<file path="config.mk">
export PLATFORM = sky130hd
export DESIGN_NAME = exp_bf16_top
export DESIGN_NICKNAME = d
export VERILOG_FILES = /design/src/exp_pkg.sv /design/src/exp_stage_if.sv /design/src/exp_bf16_top.sv /design/src/exp_horner_stage.sv /design/src/exp_range_reduce.sv /design/src/exp_result_pack.sv
export SDC_FILE = /design/constraint.sdc
export NUM_CORES = 2
export LEC_CHECK = 0
export ABC_AREA = 1
export BUFFER_PORTS_ARGS = -buffer_cell sky130_fd_sc_hd__buf_2
export CORE_MARGIN = 8
export CORE_UTILIZATION = 55
export CTS_CLUSTER_DIAMETER = 200
export DETAILED_ROUTE_END_ITERATION = 12
export PLACE_DENSITY = 0.75
export SYNTH_ARGS = -nofsm -noshare
export SYNTH_HDL_FRONTEND = slang
export SYNTH_SLANG_ARGS = --single-unit
</file>
<file path="constraint.sdc">
create_clock -name clk -period 21.5 [get_ports clk]
set_clock_uncertainty 0.1 [all_clocks]
set_input_delay 4.3 -clock clk [delete_from_list [all_inputs] [get_ports clk]]
set_output_delay 4.3 -clock clk [all_outputs]
set_load 0.01 [all_outputs]
</file>
<file path="src/exp_pkg.sv">
`default_nettype none

package exp_pkg;

    //////////////////////////////////////////////////////////////////////
    // bfloat16 format
    //////////////////////////////////////////////////////////////////////

    typedef logic [15:0] bf16_t;

    localparam int bf16_man_w = 7;       // stored fraction bits
    localparam int bf16_bias  = 127;

    // biased exponent window that goes through the datapath
    localparam logic [7:0] exp_tiny = 8'd118;   // below: |x| < 2^-9, result 1.0
    localparam logic [7:0] exp_huge = 8'd134;   // at or above: |x| >= 128, saturate

    localparam bf16_t bf16_one  = 16'h3f80;
    localparam bf16_t bf16_pinf = 16'h7f80;
    localparam bf16_t bf16_qnan = 16'h7fc0;
    localparam bf16_t bf16_zero = 16'h0000;

    //////////////////////////////////////////////////////////////////////
    // fixed point
    //////////////////////////////////////////////////////////////////////

    localparam int frac_w = 16;

    // x in two's complement, 8 integer bits incl. sign
    typedef logic signed [7+frac_w:0] fix_t;

    // r and the polynomial accumulator, range [0,2)
    typedef logic [frac_w:0] unit_t;

    // integer part n of x*log2(e)
    typedef logic signed [9:0] shift_t;

    localparam unit_t log2e_fix = 17'h17154;    // 1.442695 * 2^16
    localparam unit_t ln2_fix   = 17'h0b172;    // 0.693147 * 2^16
    localparam unit_t one_fix   = 17'h10000;

    // reciprocal of the Taylor term index, scaled by 2^16
    function automatic unit_t inv_k(input int unsigned k);
        logic [31:0] q;
        q = (32'd1 << frac_w) / k;
        return unit_t'(q);
    endfunction

endpackage

`default_nettype wire

</file>
<file path="src/exp_stage_if.sv">
`default_nettype none

// one item in flight between two pipeline stages
interface exp_stage_if
    import exp_pkg::*;
();

    logic   valid;        // item strobe
    logic   bypass;       // result already known, datapath ignored
    bf16_t  bypass_val;
    shift_t shift;        // n, applied to the exponent at the end
    unit_t  r;            // reduced argument f*ln2
    unit_t  acc;          // Horner accumulator

    modport src
    (
        output valid, bypass, bypass_val, shift, r, acc
    );

    modport dst
    (
        input valid, bypass, bypass_val, shift, r, acc
    );

endinterface

`default_nettype wire
</file>
<file path="src/exp_bf16_top.sv">
`default_nettype none

// e^x for bfloat16, fully pipelined, latency n_terms+3
module exp_bf16_top
    import exp_pkg::*;
#(
    parameter int n_terms = 6
)
(
    input  logic  clk,
    input  logic  rst,
    input  logic  valid_i,
    input  bf16_t data_i,
    output logic  valid_o,
    output bf16_t data_o
);

    // link 0 from the reducer, link n_terms into the packer
    exp_stage_if links [0:n_terms] ();

    //////////////////////////////////////////////////////////////////////
    // range reduction
    //////////////////////////////////////////////////////////////////////

    exp_range_reduce i_reduce
    (
        .clk     (clk),
        .rst     (rst),
        .valid_i (valid_i),
        .data_i  (data_i),
        .out     (links[0])
    );

    //////////////////////////////////////////////////////////////////////
    // Horner chain, highest term first
    //////////////////////////////////////////////////////////////////////

    for (genvar i = 0; i < n_terms; i++)
    begin : g_stage
        exp_horner_stage #(
            .k (n_terms - i)
        ) i_stage
        (
            .clk (clk),
            .rst (rst),
            .up  (links[i]),
            .dn  (links[i+1])
        );
    end

    //////////////////////////////////////////////////////////////////////
    // output
    //////////////////////////////////////////////////////////////////////

    exp_result_pack i_pack
    (
        .clk     (clk),
        .rst     (rst),
        .in      (links[n_terms]),
        .valid_o (valid_o),
        .data_o  (data_o)
    );

endmodule

`default_nettype wire

</file>
<file path="src/exp_horner_stage.sv">
`default_nettype none

// acc <= 1 + acc * r / k
module exp_horner_stage
    import exp_pkg::*;
#(
    parameter int k = 1
)
(
    input  logic      clk,
    input  logic      rst,
    exp_stage_if.dst  up,
    exp_stage_if.src  dn
);

    localparam unit_t inv_c = inv_k(k);

    logic [2*$bits(unit_t)-1:0] prod_ar;
    unit_t                      term_ar;
    logic [2*$bits(unit_t)-1:0] prod_k;
    unit_t                      term;
    logic [$bits(unit_t):0]     acc_sum;    // one spare bit to catch overflow

    // two truncating steps, first by r then by 1/k
    assign prod_ar = up.acc * up.r;
    assign term_ar = unit_t'(prod_ar >> frac_w);
    assign prod_k  = term_ar * inv_c;
    assign term    = unit_t'(prod_k >> frac_w);
    assign acc_sum = one_fix + term;

    always_ff @(posedge clk)
    begin
        if (rst)
            dn.valid <= 1'b0;
        else
            dn.valid <= up.valid;
    end

    always_ff @(posedge clk)
    begin
        dn.bypass     <= up.bypass;
        dn.bypass_val <= up.bypass_val;
        dn.shift      <= up.shift;
        dn.r          <= up.r;
        dn.acc        <= acc_sum[$bits(unit_t)-1:0];
    end

    // r < ln 2 keeps every partial sum of e^r below 2.0
    a_acc_below_two: assert property (
        @(posedge clk) disable iff (rst)
        (up.valid && !up.bypass) |-> (acc_sum < 2 * one_fix)
    ) else $error("horner stage %0d: accumulator reached 2.0", k);

endmodule

`default_nettype wire

</file>
<file path="src/exp_range_reduce.sv">
`default_nettype none

module exp_range_reduce
    import exp_pkg::*;
(
    input  logic       clk,
    input  logic       rst,
    input  logic       valid_i,
    input  bf16_t      data_i,
    exp_stage_if.src   out
);

    // t needs one bit more than x, |x*log2(e)| reaches 185
    localparam int t_w = $bits(fix_t) + 1;

    logic                          sgn;
    logic [7:0]                    exp_b;
    logic [bf16_man_w-1:0]         man;
    logic [7:0]                    sh;
    logic [$bits(fix_t)-2:0]       x_mag;
    fix_t                          x_fix;
    logic signed [$bits(fix_t)+17:0] prod;
    logic signed [t_w-1:0]         t_c;

    logic                          byp_c;
    bf16_t                         bval_c;

    // stage 1 registers
    logic                          v1;
    logic                          byp1;
    bf16_t                         bval1;
    logic signed [t_w-1:0]         t1;

    // stage 2 combinational
    shift_t                        n_c;
    logic [frac_w-1:0]             f_c;
    logic [frac_w+$bits(unit_t)-1:0] r_prod;

    assign sgn   = data_i[15];
    assign exp_b = data_i[14:bf16_man_w];
    assign man   = data_i[bf16_man_w-1:0];

    //////////////////////////////////////////////////////////////////////
    // cycle 1: classify and convert
    //////////////////////////////////////////////////////////////////////

    always_comb
    begin
        byp_c  = 1'b1;
        bval_c = bf16_one;
        if (exp_b == 8'hff)
        begin
            if (man != '0)
                bval_c = bf16_qnan;     // any NaN comes out quiet
            else
                bval_c = sgn ? bf16_zero : bf16_pinf;
        end
        else if (exp_b < exp_tiny)
            bval_c = bf16_one;          // also zero and denormals
        else if (exp_b >= exp_huge)
            bval_c = sgn ? bf16_zero : bf16_pinf;
        else
            byp_c = 1'b0;
    end

    // exact conversion, the lsb of x_fix weighs 2^-16
    assign sh    = exp_b - exp_tiny;
    assign x_mag = {15'b0, 1'b1, man} << sh[3:0];
    assign x_fix = sgn ? -fix_t'({1'b0, x_mag}) : fix_t'({1'b0, x_mag});

    assign prod = x_fix * $signed({1'b0, log2e_fix});
    assign t_c  = prod[frac_w +: t_w];          // arithmetic >> frac_w

    always_ff @(posedge clk)
    begin
        if (rst)
            v1 <= 1'b0;
        else
            v1 <= valid_i;
    end

    always_ff @(posedge clk)
    begin
        byp1  <= byp_c;
        bval1 <= bval_c;
        t1    <= t_c;
    end

    //////////////////////////////////////////////////////////////////////
    // cycle 2: split into n and f, rescale f by ln 2
    //////////////////////////////////////////////////////////////////////

    assign n_c    = shift_t'(t1 >>> frac_w);    // floor, also for negative t
    assign f_c    = t1[frac_w-1:0];
    assign r_prod = f_c * ln2_fix;

    always_ff @(posedge clk)
    begin
        if (rst)
            out.valid <= 1'b0;
        else
            out.valid <= v1;
    end

    always_ff @(posedge clk)
    begin
        out.bypass     <= byp1;
        out.bypass_val <= bval1;
        out.shift      <= n_c;
        out.r          <= unit_t'(r_prod >> frac_w);
        out.acc        <= one_fix;      // Horner starts from 1
    end

    // the input window bounds n, so the packer only saturates on the exponent
    a_shift_range: assert property (
        @(posedge clk) disable iff (rst)
        (out.valid && !out.bypass) |-> (out.shift >= -185 && out.shift <= 185)
    ) else $error("range reduce: shift out of range");

endmodule

`default_nettype wire

</file>
<file path="src/exp_result_pack.sv">
`default_nettype none

module exp_result_pack
    import exp_pkg::*;
(
    input  logic       clk,
    input  logic       rst,
    exp_stage_if.dst   in,
    output logic       valid_o,
    output bf16_t      data_o
);

    localparam int drop_w = frac_w - bf16_man_w;    // fraction bits rounded away

    logic [bf16_man_w-1:0]   keep;
    logic                    lsb;
    logic                    guard;
    logic                    sticky;
    logic                    rnd_up;
    logic [bf16_man_w:0]     frac_rnd;
    logic                    carry;
    logic signed [10:0]      shift_ext;
    logic signed [10:0]      exp_sum;
    bf16_t                   res_c;

    //////////////////////////////////////////////////////////////////////
    // round to nearest even
    //////////////////////////////////////////////////////////////////////

    // acc is 1.xxxx, the leading one is implied in the output
    assign keep   = in.acc[frac_w-1:drop_w];
    assign lsb    = in.acc[drop_w];
    assign guard  = in.acc[drop_w-1];
    assign sticky = |in.acc[drop_w-2:0];
    assign rnd_up = guard & (sticky | lsb);

    assign frac_rnd = {1'b0, keep} + {{bf16_man_w{1'b0}}, rnd_up};
    assign carry    = frac_rnd[bf16_man_w];     // 1.1111111 rounded up to 10.0

    //////////////////////////////////////////////////////////////////////
    // exponent and saturation
    //////////////////////////////////////////////////////////////////////

    assign shift_ext = in.shift;
    assign exp_sum   = shift_ext + 11'(bf16_bias) + $signed({10'b0, carry});

    always_comb
    begin
        if (in.bypass)
            res_c = in.bypass_val;
        else if (exp_sum >= 255)
            res_c = bf16_pinf;
        else if (exp_sum <= 0)
            res_c = bf16_zero;      // no denormal outputs
        else
            res_c = {1'b0, exp_sum[7:0], frac_rnd[bf16_man_w-1:0]};
    end

    always_ff @(posedge clk)
    begin
        if (rst)
            valid_o <= 1'b0;
        else
            valid_o <= in.valid;
    end

    always_ff @(posedge clk)
    begin
        data_o <= res_c;
    end

    // the whole valid chain starts cleared, so no X may leak out
    a_valid_known: assert property (
        @(posedge clk) disable iff (rst)
        !$isunknown(valid_o)
    ) else $error("result pack: valid_o unknown");

endmodule

`default_nettype wire

</file>
==> impl_metrics.tcl <==
set metrics [dict create \
    min_period_ns 12.27 \
    min_path_type "flop to flop" \
    root_buffer "clkbuf_16" \
    synthArstFlopShare_pct 0 \
    die_area_mm2 0.1435 \
    wl_per_cell_um 15.94 \
    crit_path_start_kind "input pin" \
    r2r-start "g_stage[0].i_stage.dn.acc[11]$_DFF_P_" \
    final_cell_mix "2467 x inv_1, 1674 x nand2_1, 1383 x fa_1" \
    gr-total-overflow 0 \
    r2r_end "g_stage[1].i_stage.dn.acc[14]$_DFF_P_" \
    ys_seq_area_share_pct 9.180 \
    ctsHoldBuffers 0 \
    syn_nets 11034 \
    num-fill-cells 11552 \
    finalInstanceArea_mm2 0.07537 \
    drc 0 \
    worst_slew_pin_slew_ns 1.086 \
    cp-end-kind "flop" \
    cpMostUsedCell "inv_1" \
    cts_resized 0 \
    status "finished clean" \
    clk_pin_slew_ns 0.06 \
    syn_avg_cell_area_um2 8.497 \
    port_buffers 34 \
    cp_slowest_cell "xor2_1" \
    grt_pass1_wl_mm 280.1 \
    antenna_left 0 \
    cp.required_ns 21.86 \
    io_pins 36 \
    seqCellArea_mm2 0.006646 \
    place_congestion 0.9146 \
    endpoint "i_reduce.t1[18]$_DFF_P_" \
    drt_iter0_markers 2915 \
    drv_cap 0 \
    cts_max_level 2 \
    place_worst_setup_slack_ns 8.547 \
    clockBufferDepth 3 \
    synth_edf_count 0 \
    syn_inst 8520 \
    dp_hpwl_mm 133.8 \
    final_nets 10876 \
    ff2ff_setup_slack_ns 9.93 \
    synth_seq_cells 332 \
    grt_pass1_vias 58649 \
    cp.arrival_ns 12.63 \
    cts_num_sinks 332 \
    grtUsageTotal_pct 23.49 \
    start_util_pct 55.21 \
    yosysWarnings 0 \
    clk_latency_ns 0.60 \
    crit_type "input pin to flop" \
    fin_ws_ns 9.229 \
    synth.cell_area_mm2 0.07240 \
    fp.dieW_um 378.8 \
    drt_wl_total_mm 161.7 \
    hold_viol 0 \
    dpl_cell_area_mm2 0.07401 \
    firstDrtPassIters 6 \
    multiInputGateArea_mm2 0.05542 \
    fin_crit_sh_pct 57.08 \
    synth_ff_type "dfxtp_1" \
    worstRegToRegCells 42 \
    critPathLaunch "data_i[8]" \
    layout_commonest_cell "inv_1" \
    antenna_found_initial 0 \
    tns_ns 0 \
    core_mm2 0.1311 \
    hold_depth 0 \
    slew_headroom_pct 27.53 \
    slew_violations 0 \
    grt_setup_unrepaired "false" \
    die-height_um 378.8 \
    row_count 133 \
    area_growth_pct 4.110 \
    setup_violations 0 \
    drive_gt1_share_pct 2.037 \
    critPathMaxFanout 17 \
    synth.distinct_cells 54 \
    num_antenna_cells 0 \
    grt_start_max_net_pins 40 \
    cts_buffers 39 \
    vias_per_cell 5.239 \
    fmax_mhz 81.49 \
    post_cts_buffers 0 \
    cts_tree "built" \
    vias 53163 \
    crit_path_max_incr_delay_ns 0.80 \
]
-- critical path: cells and delay by family --
kind,cells,cell delay [ns]
AO/OA/AOI/OAI,5,0.84
adder cells (fa/ha/maj),9,3.56
AND/OR/NAND/NOR,8,1.22
XOR/XNOR,3,1.50
buffers and inverters,10,1.22
-- per-stage QoR --
step / std cells / hold WS (ns) / util [%]
after floorplan: 8520 / 0.2096 / -
after global placement: 10076 / 0.2097 / 56.44
after detailed placement: 10076 / 0.2121 / 56.44
after CTS: 10148 / 0.2234 / 57.48
after global routing: 10148 / 0.2255 / 57.48
final: 10148 / 0.2196 / 57.48
-- cells by family (layout without fill, tap and decap cells) --
group,after synthesis,after routing,synth area share (%)
AOI/OAI and AO/OA,620,620,4.787
xor gates and xnor gates,237,237,2.878
adders and majority gates,2495,2495,57.46
buffers and inverters,2744,2617,14.27
DFF,332,332,9.180
other,1,1,0.005180
and+or+nand+nor,2091,2091,11.42
-- layout make-up --
type,instances,share of cell area (%)
clock buffer,50,1.416
clock inverter,22,0.3918
inverter,2471,12.31
multi-input combinational,5444,73.53
sequential,332,8.818
tap,1755,2.913
timing repair buffer,74,0.6242
-- how the worst min path moves through the flow --
stage,startpoint,endpoint,slack (ns)
global route,g_stage[0].i_stage.dn.bypass_val[14]$_DFF_P_,g_stage[1].i_stage.dn.bypass_val[14]$_DFF_P_,0.23
CTS,g_stage[2].i_stage.dn.shift[6]$_DFF_P_,g_stage[3].i_stage.dn.shift[6]$_DFF_P_,0.22
floorplan,i_reduce.out.bypass$_DFF_P_,g_stage[0].i_stage.dn.bypass$_DFF_P_,0.21
global placement,g_stage[1].i_stage.dn.shift[2]$_DFF_P_,g_stage[2].i_stage.dn.shift[2]$_DFF_P_,0.21
finish,g_stage[3].i_stage.dn.shift[0]$_DFF_P_,g_stage[4].i_stage.dn.shift[0]$_DFF_P_,0.22
detailed placement,g_stage[0].i_stage.dn.shift[2]$_DFF_P_,g_stage[1].i_stage.dn.shift[2]$_DFF_P_,0.21
-- per-layer routing --
metal  part of all wire (%)  GRT usage [%]
met3                    6.3          2.905
met1                     41          30.47
met2                     49          41.19
met4                    3.2          7.094
met5                      0              0
-- synth_stat cells (83+ instances only) --
master    number  area [µm²]
nor2_1       195       732.0
a21oi_1      316        1582
xnor2_1       83       727.0
nand2_1     1674        6284
clkbuf_1     262       983.4
dfxtp_1      332        6646
ha_1        1112       13910
fa_1        1383       27690
o21ai_0      170       850.8
nand3_1      107       535.5
inv_1       2467        9260
xor2_1       153        1340
-- sequential cells by signal, indices dropped and copies added (netlist names), 9 cells and up --
signal / cells
i_reduce.t1: 25
i_pack.data_o: 15
i_reduce.out.shift: 9
g_stage.i_stage.dn.acc: 92
g_stage.i_stage.dn.bypass_val: 18
g_stage.i_stage.dn.shift: 54
i_reduce.out.r: 16
g_stage.i_stage.dn.r: 80
Power is not shown: default switching activity piles up to over one toggle a cycle in this logic, so the estimate is an artifact.
